### src/hw/decode_pkg.sv
package decode_pkg;

    localparam int XLEN  = 32;
    localparam int REG_W = 5;
    localparam int IMM_W = 20;

    typedef enum logic [1:0] {
        UNIT_NONE,
        UNIT_ALU,
        UNIT_MULDIV
    } unit_e;

    typedef enum logic [4:0] {
        ALU_NOP,
        ALU_LU12I,
        ALU_SLTI,
        ALU_SLTUI,
        ALU_ADDI,
        ALU_ANDI,
        ALU_ORI,
        ALU_XORI,
        ALU_ADD,
        ALU_SUB,
        ALU_SLT,
        ALU_SLTU,
        ALU_NOR,
        ALU_AND,
        ALU_OR,
        ALU_XOR,
        ALU_SLL,
        ALU_SRL,
        ALU_SRA,
        ALU_SLLI,
        ALU_SRLI,
        ALU_SRAI
    } alu_op_e;

    typedef enum logic [2:0] {
        MD_NOP,
        MD_MUL,
        MD_MULH,
        MD_MULHU,
        MD_DIV,
        MD_MOD,
        MD_DIVU,
        MD_MODU
    } muldiv_op_e;

    // Major opcode fields
    localparam logic [6:0]  OPC_LU12I      = 7'b0001010;      // Bits 31..25
    localparam logic [6:0]  OPC_2RI12      = 7'b0000001;      // Bits 31..25
    localparam logic [11:0] OPC_3R         = 12'b000000000001; // Bits 31..20
    localparam logic [11:0] OPC_SHIFTI     = 12'b000000000100; // Bits 31..20
    localparam logic [2:0]  OPC_SHIFTI_SUB = 3'b001;          // Bits 17..15
    localparam logic [10:0] OPC_DIV        = 11'b00000000001;  // Bits 31..21
    localparam logic [3:0]  OPC_DIV_SUB    = 4'b0000;         // Bits 20..17

endpackage

### src/hw/fetch_latch.sv
`timescale 1ns/10ps

module fetch_latch import decode_pkg::*; #(
    parameter int DECODE_WIDTH = 2
) (
    input  logic                                 clk,
    input  logic                                 rst_n,
    input  logic                                 bundle_valid,
    input  logic [XLEN-1:0]                      bundle_pc,
    input  logic [DECODE_WIDTH-1:0][XLEN-1:0]    bundle_instr,
    input  logic [DECODE_WIDTH-1:0]              slot_valid,
    input  logic                                 hold,
    input  logic                                 flush,
    output logic [DECODE_WIDTH-1:0][XLEN-1:0]    instr,
    output logic [DECODE_WIDTH-1:0][XLEN-1:0]    pc,
    output logic [DECODE_WIDTH-1:0]              instr_valid
);

    logic accept;

    assign accept = bundle_valid && !hold && !flush;

    // Slot payload only moves on an accepted bundle
    always_ff @(posedge clk) begin
        if (accept) begin
            instr <= bundle_instr;
            for (int i = 0; i < DECODE_WIDTH; i++) begin
                pc[i] <= bundle_pc + XLEN'(4 * i); // Word-sized slots
            end
        end
    end

    always_ff @(posedge clk or negedge rst_n) begin
        if (!rst_n) begin
            instr_valid <= '0;
        end else if (flush) begin
            instr_valid <= '0;
        end else if (!hold) begin
            instr_valid <= bundle_valid ? slot_valid : '0;
        end
    end

endmodule

### src/hw/decode_lane.sv
`timescale 1ns/10ps

module decode_lane import decode_pkg::*; #(
    parameter int LANE = 0
) (
    input  logic              clk,
    input  logic              rst_n,
    input  logic [XLEN-1:0]   instr,
    input  logic [XLEN-1:0]   pc,
    input  logic              instr_valid,
    input  logic              hold,
    input  logic              flush,
    output logic              dec_valid,
    output logic              illegal,
    output logic [XLEN-1:0]   pc_q,
    output unit_e             unit,
    output alu_op_e           alu_op,
    output muldiv_op_e        muldiv_op,
    output logic [IMM_W-1:0]  imm,
    output logic [REG_W-1:0]  rd,
    output logic              rd_en,
    output logic [REG_W-1:0]  rj,
    output logic              rj_en,
    output logic [REG_W-1:0]  rk,
    output logic              rk_en
);

    unit_e            unit_d;
    alu_op_e          alu_op_d;
    muldiv_op_e       muldiv_op_d;
    logic [IMM_W-1:0] imm_d;
    logic             rd_en_d;
    logic             rj_en_d;
    logic             rk_en_d;
    logic             legal;

    always_comb begin
        unit_d      = UNIT_NONE;
        alu_op_d    = ALU_NOP;
        muldiv_op_d = MD_NOP;
        imm_d       = '0;
        rd_en_d     = 1'b0;
        rj_en_d     = 1'b0;
        rk_en_d     = 1'b0;
        if (instr[31:25] == OPC_LU12I) begin
            unit_d   = UNIT_ALU;
            alu_op_d = ALU_LU12I;
            imm_d    = instr[24:5];                 // Upper 20-bit immediate
            rd_en_d  = 1'b1;
        end else if (instr[31:25] == OPC_2RI12) begin
            unit_d = UNIT_ALU;
            case (instr[24:22])
                3'b000:  alu_op_d = ALU_SLTI;
                3'b001:  alu_op_d = ALU_SLTUI;
                3'b010:  alu_op_d = ALU_ADDI;
                3'b101:  alu_op_d = ALU_ANDI;
                3'b110:  alu_op_d = ALU_ORI;
                3'b111:  alu_op_d = ALU_XORI;
                default: unit_d   = UNIT_NONE;       // Sub-op not kept
            endcase
            imm_d   = IMM_W'(instr[21:10]);
            rd_en_d = 1'b1;
            rj_en_d = 1'b1;
        end else if (instr[31:20] == OPC_SHIFTI && instr[17:15] == OPC_SHIFTI_SUB) begin
            unit_d = UNIT_ALU;
            case (instr[19:18])
                2'b00:   alu_op_d = ALU_SLLI;
                2'b01:   alu_op_d = ALU_SRLI;
                2'b10:   alu_op_d = ALU_SRAI;
                default: unit_d   = UNIT_NONE;
            endcase
            imm_d   = IMM_W'(instr[21:10]);
            rd_en_d = 1'b1;
            rj_en_d = 1'b1;
        end else if (instr[31:20] == OPC_3R) begin
            unit_d = UNIT_ALU;
            case (instr[19:15])
                5'b00000: alu_op_d = ALU_ADD;
                5'b00010: alu_op_d = ALU_SUB;
                5'b00100: alu_op_d = ALU_SLT;
                5'b00101: alu_op_d = ALU_SLTU;
                5'b01000: alu_op_d = ALU_NOR;
                5'b01001: alu_op_d = ALU_AND;
                5'b01010: alu_op_d = ALU_OR;
                5'b01011: alu_op_d = ALU_XOR;
                5'b01110: alu_op_d = ALU_SLL;
                5'b01111: alu_op_d = ALU_SRL;
                5'b10000: alu_op_d = ALU_SRA;
                5'b11000: begin
                    unit_d      = UNIT_MULDIV;
                    muldiv_op_d = MD_MUL;
                end
                5'b11001: begin
                    unit_d      = UNIT_MULDIV;
                    muldiv_op_d = MD_MULH;
                end
                5'b11010: begin
                    unit_d      = UNIT_MULDIV;
                    muldiv_op_d = MD_MULHU;
                end
                default:  unit_d = UNIT_NONE;
            endcase
            rd_en_d = 1'b1;
            rj_en_d = 1'b1;
            rk_en_d = 1'b1;
        end else if (instr[31:21] == OPC_DIV && instr[20:17] == OPC_DIV_SUB) begin
            unit_d = UNIT_MULDIV;
            case (instr[16:15])
                2'b00:   muldiv_op_d = MD_DIV;
                2'b01:   muldiv_op_d = MD_MOD;
                2'b10:   muldiv_op_d = MD_DIVU;
                default: muldiv_op_d = MD_MODU;
            endcase
            rd_en_d = 1'b1;
            rj_en_d = 1'b1;
            rk_en_d = 1'b1;
        end
        if (unit_d == UNIT_NONE) begin              // Unknown sub-op
            imm_d   = '0;
            rd_en_d = 1'b0;
            rj_en_d = 1'b0;
            rk_en_d = 1'b0;
        end
    end

    assign legal = (unit_d != UNIT_NONE);

    always_ff @(posedge clk or negedge rst_n) begin
        if (!rst_n) begin
            dec_valid <= 1'b0;
            illegal   <= 1'b0;
            unit      <= UNIT_NONE;
            alu_op    <= ALU_NOP;
            muldiv_op <= MD_NOP;
            imm       <= '0;
            rd        <= '0;
            rd_en     <= 1'b0;
            rj        <= '0;
            rj_en     <= 1'b0;
            rk        <= '0;
            rk_en     <= 1'b0;
        end else if (flush || (!hold && !instr_valid)) begin
            dec_valid <= 1'b0;
            illegal   <= 1'b0;
            unit      <= UNIT_NONE;
            alu_op    <= ALU_NOP;
            muldiv_op <= MD_NOP;
            imm       <= '0;
            rd        <= '0;
            rd_en     <= 1'b0;
            rj        <= '0;
            rj_en     <= 1'b0;
            rk        <= '0;
            rk_en     <= 1'b0;
        end else if (!hold) begin
            dec_valid <= legal;
            illegal   <= !legal;
            unit      <= unit_d;
            alu_op    <= alu_op_d;
            muldiv_op <= muldiv_op_d;
            imm       <= imm_d;
            rd        <= instr[4:0];
            rd_en     <= rd_en_d;
            rj        <= instr[9:5];
            rj_en     <= rj_en_d;
            rk        <= instr[14:10];
            rk_en     <= rk_en_d;
        end
    end

    always_ff @(posedge clk) begin
        if (!flush && !hold && instr_valid) begin
            pc_q <= pc;
        end
    end

endmodule

### src/hw/bundle_dispatch.sv
`timescale 1ns/10ps

module bundle_dispatch import decode_pkg::*; #(
    parameter int DECODE_WIDTH = 2
) (
    input  logic [DECODE_WIDTH-1:0]             dec_valid,
    input  logic [DECODE_WIDTH-1:0]             illegal,
    input  logic [DECODE_WIDTH-1:0][XLEN-1:0]   pc,
    input  unit_e [DECODE_WIDTH-1:0]            unit,
    input  alu_op_e [DECODE_WIDTH-1:0]          alu_op,
    input  muldiv_op_e [DECODE_WIDTH-1:0]       muldiv_op,
    input  logic [DECODE_WIDTH-1:0][IMM_W-1:0]  imm,
    input  logic [DECODE_WIDTH-1:0][REG_W-1:0]  rd,
    input  logic [DECODE_WIDTH-1:0]             rd_en,
    input  logic [DECODE_WIDTH-1:0][REG_W-1:0]  rj,
    input  logic [DECODE_WIDTH-1:0]             rj_en,
    input  logic [DECODE_WIDTH-1:0][REG_W-1:0]  rk,
    input  logic [DECODE_WIDTH-1:0]             rk_en,
    output logic [DECODE_WIDTH-1:0]             out_valid,
    output unit_e [DECODE_WIDTH-1:0]            out_unit,
    output alu_op_e [DECODE_WIDTH-1:0]          out_alu_op,
    output muldiv_op_e [DECODE_WIDTH-1:0]       out_muldiv_op,
    output logic [DECODE_WIDTH-1:0][IMM_W-1:0]  out_imm,
    output logic [DECODE_WIDTH-1:0][REG_W-1:0]  out_rd,
    output logic [DECODE_WIDTH-1:0]             out_rd_en,
    output logic [DECODE_WIDTH-1:0][REG_W-1:0]  out_rj,
    output logic [DECODE_WIDTH-1:0]             out_rj_en,
    output logic [DECODE_WIDTH-1:0][REG_W-1:0]  out_rk,
    output logic [DECODE_WIDTH-1:0]             out_rk_en,
    output logic                                exc_valid,
    output logic [XLEN-1:0]                     exc_pc
);

    always_comb begin
        logic squash;
        logic keep;
        squash    = 1'b0;
        exc_valid = 1'b0;
        exc_pc    = '0;
        for (int i = 0; i < DECODE_WIDTH; i++) begin
            keep             = dec_valid[i] && !squash;
            out_valid[i]     = keep;
            out_unit[i]      = keep ? unit[i] : UNIT_NONE;
            out_alu_op[i]    = keep ? alu_op[i] : ALU_NOP;
            out_muldiv_op[i] = keep ? muldiv_op[i] : MD_NOP;
            out_imm[i]       = keep ? imm[i] : '0;
            out_rd[i]        = keep ? rd[i] : '0;
            out_rd_en[i]     = keep && rd_en[i];
            out_rj[i]        = keep ? rj[i] : '0;
            out_rj_en[i]     = keep && rj_en[i];
            out_rk[i]        = keep ? rk[i] : '0;
            out_rk_en[i]     = keep && rk_en[i];
            if (illegal[i] && !squash) begin    // Lowest illegal lane only
                exc_valid = 1'b1;
                exc_pc    = pc[i];
            end
            squash = squash || illegal[i];
        end
    end

endmodule

### src/hw/decode_top.sv
`timescale 1ns/10ps

module decode_top import decode_pkg::*; #(
    parameter int DECODE_WIDTH = 2
) (
    input  logic                                clk,
    input  logic                                rst_n,
    input  logic                                bundle_valid,
    input  logic [XLEN-1:0]                     bundle_pc,
    input  logic [DECODE_WIDTH-1:0][XLEN-1:0]   bundle_instr,
    input  logic [DECODE_WIDTH-1:0]             slot_valid,
    input  logic                                hold,
    input  logic                                flush,
    output logic [DECODE_WIDTH-1:0]             out_valid,
    output unit_e [DECODE_WIDTH-1:0]            out_unit,
    output alu_op_e [DECODE_WIDTH-1:0]          out_alu_op,
    output muldiv_op_e [DECODE_WIDTH-1:0]       out_muldiv_op,
    output logic [DECODE_WIDTH-1:0][IMM_W-1:0]  out_imm,
    output logic [DECODE_WIDTH-1:0][REG_W-1:0]  out_rd,
    output logic [DECODE_WIDTH-1:0]             out_rd_en,
    output logic [DECODE_WIDTH-1:0][REG_W-1:0]  out_rj,
    output logic [DECODE_WIDTH-1:0]             out_rj_en,
    output logic [DECODE_WIDTH-1:0][REG_W-1:0]  out_rk,
    output logic [DECODE_WIDTH-1:0]             out_rk_en,
    output logic                                exc_valid,
    output logic [XLEN-1:0]                     exc_pc
);

    logic [DECODE_WIDTH-1:0][XLEN-1:0]   slot_instr;
    logic [DECODE_WIDTH-1:0][XLEN-1:0]   slot_pc;
    logic [DECODE_WIDTH-1:0]             slot_instr_valid;
    logic [DECODE_WIDTH-1:0]             lane_valid;
    logic [DECODE_WIDTH-1:0]             lane_illegal;
    logic [DECODE_WIDTH-1:0][XLEN-1:0]   lane_pc;
    unit_e [DECODE_WIDTH-1:0]            lane_unit;
    alu_op_e [DECODE_WIDTH-1:0]          lane_alu_op;
    muldiv_op_e [DECODE_WIDTH-1:0]       lane_muldiv_op;
    logic [DECODE_WIDTH-1:0][IMM_W-1:0]  lane_imm;
    logic [DECODE_WIDTH-1:0][REG_W-1:0]  lane_rd;
    logic [DECODE_WIDTH-1:0]             lane_rd_en;
    logic [DECODE_WIDTH-1:0][REG_W-1:0]  lane_rj;
    logic [DECODE_WIDTH-1:0]             lane_rj_en;
    logic [DECODE_WIDTH-1:0][REG_W-1:0]  lane_rk;
    logic [DECODE_WIDTH-1:0]             lane_rk_en;

    fetch_latch #(
        .DECODE_WIDTH(DECODE_WIDTH)
    ) u_fetch_latch (
        .clk         (clk),
        .rst_n       (rst_n),
        .bundle_valid(bundle_valid),
        .bundle_pc   (bundle_pc),
        .bundle_instr(bundle_instr),
        .slot_valid  (slot_valid),
        .hold        (hold),
        .flush       (flush),
        .instr       (slot_instr),
        .pc          (slot_pc),
        .instr_valid (slot_instr_valid)
    );

    for (genvar g = 0; g < DECODE_WIDTH; g++) begin : g_lane
        decode_lane #(
            .LANE(g)
        ) u_decode_lane (
            .clk        (clk),
            .rst_n      (rst_n),
            .instr      (slot_instr[g]),
            .pc         (slot_pc[g]),
            .instr_valid(slot_instr_valid[g]),
            .hold       (hold),
            .flush      (flush),
            .dec_valid  (lane_valid[g]),
            .illegal    (lane_illegal[g]),
            .pc_q       (lane_pc[g]),
            .unit       (lane_unit[g]),
            .alu_op     (lane_alu_op[g]),
            .muldiv_op  (lane_muldiv_op[g]),
            .imm        (lane_imm[g]),
            .rd         (lane_rd[g]),
            .rd_en      (lane_rd_en[g]),
            .rj         (lane_rj[g]),
            .rj_en      (lane_rj_en[g]),
            .rk         (lane_rk[g]),
            .rk_en      (lane_rk_en[g])
        );
    end

    bundle_dispatch #(
        .DECODE_WIDTH(DECODE_WIDTH)
    ) u_bundle_dispatch (
        .dec_valid    (lane_valid),
        .illegal      (lane_illegal),
        .pc           (lane_pc),
        .unit         (lane_unit),
        .alu_op       (lane_alu_op),
        .muldiv_op    (lane_muldiv_op),
        .imm          (lane_imm),
        .rd           (lane_rd),
        .rd_en        (lane_rd_en),
        .rj           (lane_rj),
        .rj_en        (lane_rj_en),
        .rk           (lane_rk),
        .rk_en        (lane_rk_en),
        .out_valid    (out_valid),
        .out_unit     (out_unit),
        .out_alu_op   (out_alu_op),
        .out_muldiv_op(out_muldiv_op),
        .out_imm      (out_imm),
        .out_rd       (out_rd),
        .out_rd_en    (out_rd_en),
        .out_rj       (out_rj),
        .out_rj_en    (out_rj_en),
        .out_rk       (out_rk),
        .out_rk_en    (out_rk_en),
        .exc_valid    (exc_valid),
        .exc_pc       (exc_pc)
    );

endmodule

### config.mk
export PLATFORM = sky130hd
export DESIGN_NAME = decode_top
export DESIGN_NICKNAME = d
export VERILOG_FILES = /design/src/hw/decode_pkg.sv /design/src/hw/fetch_latch.sv /design/src/hw/decode_lane.sv /design/src/hw/bundle_dispatch.sv /design/src/hw/decode_top.sv
export SDC_FILE = /design/constraint.sdc
export NUM_CORES = 1
export LEC_CHECK = 0
export BUFFER_PORTS_ARGS = -buffer_cell sky130_fd_sc_hd__buf_2
export CAP_MARGIN = 10
export CORE_UTILIZATION = 40
export CTS_CLUSTER_SIZE = 28
export DETAILED_ROUTE_END_ITERATION = 6
export SETUP_SLACK_MARGIN = 0.15
export SLEW_MARGIN = 40
export SYNTH_ARGS = -nofsm -noshare
export SYNTH_HDL_FRONTEND = slang
export SYNTH_SLANG_ARGS = --single-unit
### constraint.sdc
create_clock -name clk -period 5.3 [get_ports clk]
set_input_delay 0.795 -clock clk [delete_from_list [all_inputs] [get_ports clk]]
set_output_delay 0.795 -clock clk [all_outputs]
set_load 0.02 [all_outputs]
==> metrics.yaml <==
synth_xor_area_frac: 0.02004
grt_pass1_wl_microns: 46090
critical_path.top_delay_family: "buffers and inverters"
crit_chain: "buf_4, nor2b_2, buf_4, a22o_1, buf_2"
finalPower_w: 0.004778
max_slew_margin: 0.3778
p_per_area_mw_per_mm2: 324.3
p_leak_nw: 6.230
r2r_slack_ns: 2.64
fin_crit_sh: 0.5922
ir_drop_mv: 0.2642
seq_area_frac_synth: 0.6749
timing.rr.end: "g_lane[0].u_decode_lane.imm[1]$_DFFE_PN0P_"
timing.setup.tns_ns: 0
synth_top_family_by_area: "simple AND/OR/NAND/NOR gates"
layout.nets: 1262
final_max_slew_viol_count: 0
drt-vias-per-instance: 5.221
worstSkewPairLatency_ns: 0.57
post-route-min-period_ns: 3.139
gp_congestion: 0.8969
dr.pass1.iters: 5
htreeDepth: 1
yosysUniqueCellTypes: 57
post-cts-setup-buffers: 0
hp-class: "input port to asynchronous set/reset pin"
critical_path_class: "flop to output pin"
ys.flop_type: "edfxtp_1"
vias: 8171
syn_area_per_cell_sq_um: 13.18
clock_sinks: 292
wl_microns: 29780
muxShareOfSynthArea: 0.001841
clock_path_buffers: 3
tightestPinTransition_ns: 0.9299
cpMaxStageDelayCell: "nor2b_2"
startpoint_type: "flop"
finalClockSkew_ns: 0.01008
wire_per_inst_microns: 19.03
slowest_delay_ns: 0.39
drc: 0
die_area_sq_mm: 0.03129
holdWs_ns: 0.2116
synth_cells: 928
layout_commonest_cell: "buf_2"
core_area_sq_mm: 0.02987
cts_root_buf: "clkbuf_16"
cts_resized: 0
die_height_microns: 176.9
track_usage: 0.1906
final_cell_mix: "buf_2 (232), edfxtp_1 (190), dfrtp_1 (102), and2_1 (99), a22o_1 (89)"
synth-compound-area-share: 0.1239
synth-seq-cells: 292
area_delta_synth_final_pct: 20.42
clk_pin_slew_ns: 0.06
synth_edf_count: 190
required_ns: 4.51
synth-simple-area-share: 0.1426
die_w_microns: 176.9
cap_viol_max_count: 0
hold_viol_final: 0
io_buffers: 233
rows: 63
hpwl_microns: 19870
endpoint_kind: "output pin"
syn_nets: 1042
synth_area_sq_mm: 0.01224
arrival_ns: 2.34
drt_iter0_drc: 665
cp_common_cell: "buf_4"
layout-drive-gt1-share: 0.2711
r2r_cells: 6
overflow: 0
synth_adder_area_share: 0.01125
ys_async_sr_fraction: 0.3493
critPathBufInv: 3
crit_path_max_fanout: 36
status: "completed"
final_util: 0.4932
initial_core_util: 0.4096
cts_inserted_buffers: 31
grt_pass1_vias: 8166
grt_max_degree: 103
ys_warn_count: 0
worstReg2RegStart: "u_fetch_latch.instr[25]$_DFFE_PP_"
postCtsHoldBufs: 0
setup_viol: 0
ant_nets: 0
io_pins: 234
antenna_found_initial: 9
cts_tree: "yes"
max_freq_ghz: 0.3186
rsz0062_at_grt: "no"
[cells by family (layout without fill, tap and decap cells)]
logic type / after synthesis / count (layout)
buffers and inverters: 77 / 322
AO/OA/AOI/OAI: 204 / 204
multiplexers: 2 / 2
XOR/XNOR: 28 / 28
other: 0 / 2
AND/OR/NAND/NOR: 314 / 314
flip-flops: 292 / 292
adder cells (fa/ha/maj): 11 / 11
[cells in the mapped netlist, types with 15 or more instances]
cell type | number | area [sq um]
o21ai_0 | 26 | 130.1
a21oi_1 | 23 | 115.1
edfxtp_1 | 190 | 5705
and2_1 | 100 | 625.6
inv_1 | 20 | 75.07
dfrtp_1 | 102 | 2552
xnor2_1 | 20 | 175.2
nand3_1 | 15 | 75.07
nand2_1 | 83 | 311.6
a22o_1 | 89 | 779.5
a22oi_1 | 23 | 172.7
nor2_1 | 30 | 112.6
clkbuf_1 | 50 | 187.7
[routing by layer]
layer	wire [microns]	vias up	part of all wire	track usage
li1	-	3875	-	-
met1	13110	3983	0.44	0.2589
met2	13780	246	0.46	0.3031
met3	2206	53	0.074	0.05326
met4	576	14	0.019	0.04346
met5	95	-	0.0032	0
[power by group]
| part | total (W) | switching [W] | internal [W] |
|---|---|---|---|
| Combinational | 0.000178 | 0.000114 | 0.0000646 |
| Sequential | 0.00254 | 0.0000410 | 0.00250 |
| Clock | 0.00206 | 0.000876 | 0.00119 |
| Total | 0.00478 | 0.00103 | 0.00375 |
[worst max path at each step]
stage                                                            from                                  endpoint  slack, ns  depth (start not counted)
after global placement                                          flush            u_fetch_latch.pc[12]$_DFFE_PP_       2.47                          4
after detailed placement                                        flush            u_fetch_latch.pc[10]$_DFFE_PP_       2.45                          4
after floorplan                                                 flush  u_fetch_latch.instr_valid[0]$_DFFE_PN0P_       0.88                          3
final                     g_lane[0].u_decode_lane.illegal$_DFFE_PN0P_                                exc_pc[28]       2.16                          5
after global routing      g_lane[0].u_decode_lane.illegal$_DFFE_PN0P_                                exc_pc[28]       2.03                          5
after CTS                 g_lane[0].u_decode_lane.illegal$_DFFE_PN0P_                                exc_pc[28]       2.10                          5
[sequential cells by signal (all words and copies together) (netlist names)]
| name | count |
|---|---|
| g_lane.u_decode_lane.rk | 10 |
| g_lane.u_decode_lane.pc_q | 64 |
| g_lane.u_decode_lane.muldiv_op | 6 |
| g_lane.u_decode_lane.rd | 10 |
| g_lane.u_decode_lane.rk_en | 2 |
| g_lane.u_decode_lane.imm | 40 |
| g_lane.u_decode_lane.unit | 4 |
| g_lane.u_decode_lane.alu_op | 10 |
| u_fetch_latch.instr | 64 |
| g_lane.u_decode_lane.rd_en | 2 |
| u_fetch_latch.instr_valid | 2 |
| g_lane.u_decode_lane.dec_valid | 2 |
| g_lane.u_decode_lane.rj_en | 2 |
| g_lane.u_decode_lane.illegal | 2 |
| g_lane.u_decode_lane.rj | 10 |
| u_fetch_latch.pc | 62 |
[layout make-up]
| class | count | area [sq um] |
|---|---|---|
| flip-flops and latches | 292 | 8258 |
| clock inverters | 10 | 88.84 |
| clock buffers | 48 | 879.6 |
| multi-input cells | 559 | 3681 |
| fillers | 2702 | 15140 |
| inverters | 20 | 75.07 |
| diodes | 2 | 5.005 |
| well taps | 390 | 488.0 |
| repair buffers | 244 | 1259 |
[stage by stage]
stage	instances	area [sq um]	worst slack [ns]
after floorplan	928	12240	0.8760
after global placement	1505	13750	2.468
after detailed placement	1505	13760	2.455
after CTS	1563	14730	2.097
after global routing	1563	14730	2.035
final	1565	14730	2.161
[worst reg2reg max path: stages, from the launching register on]
cell      delay (ns)
edfxtp_1        0.54
nor4_1          0.56
nand4_1         0.37
a21oi_1         0.33
and4bb_4        0.30
nand2b_4        0.25
o21ai_0         0.22
Power figures use the tool's default switching activity.
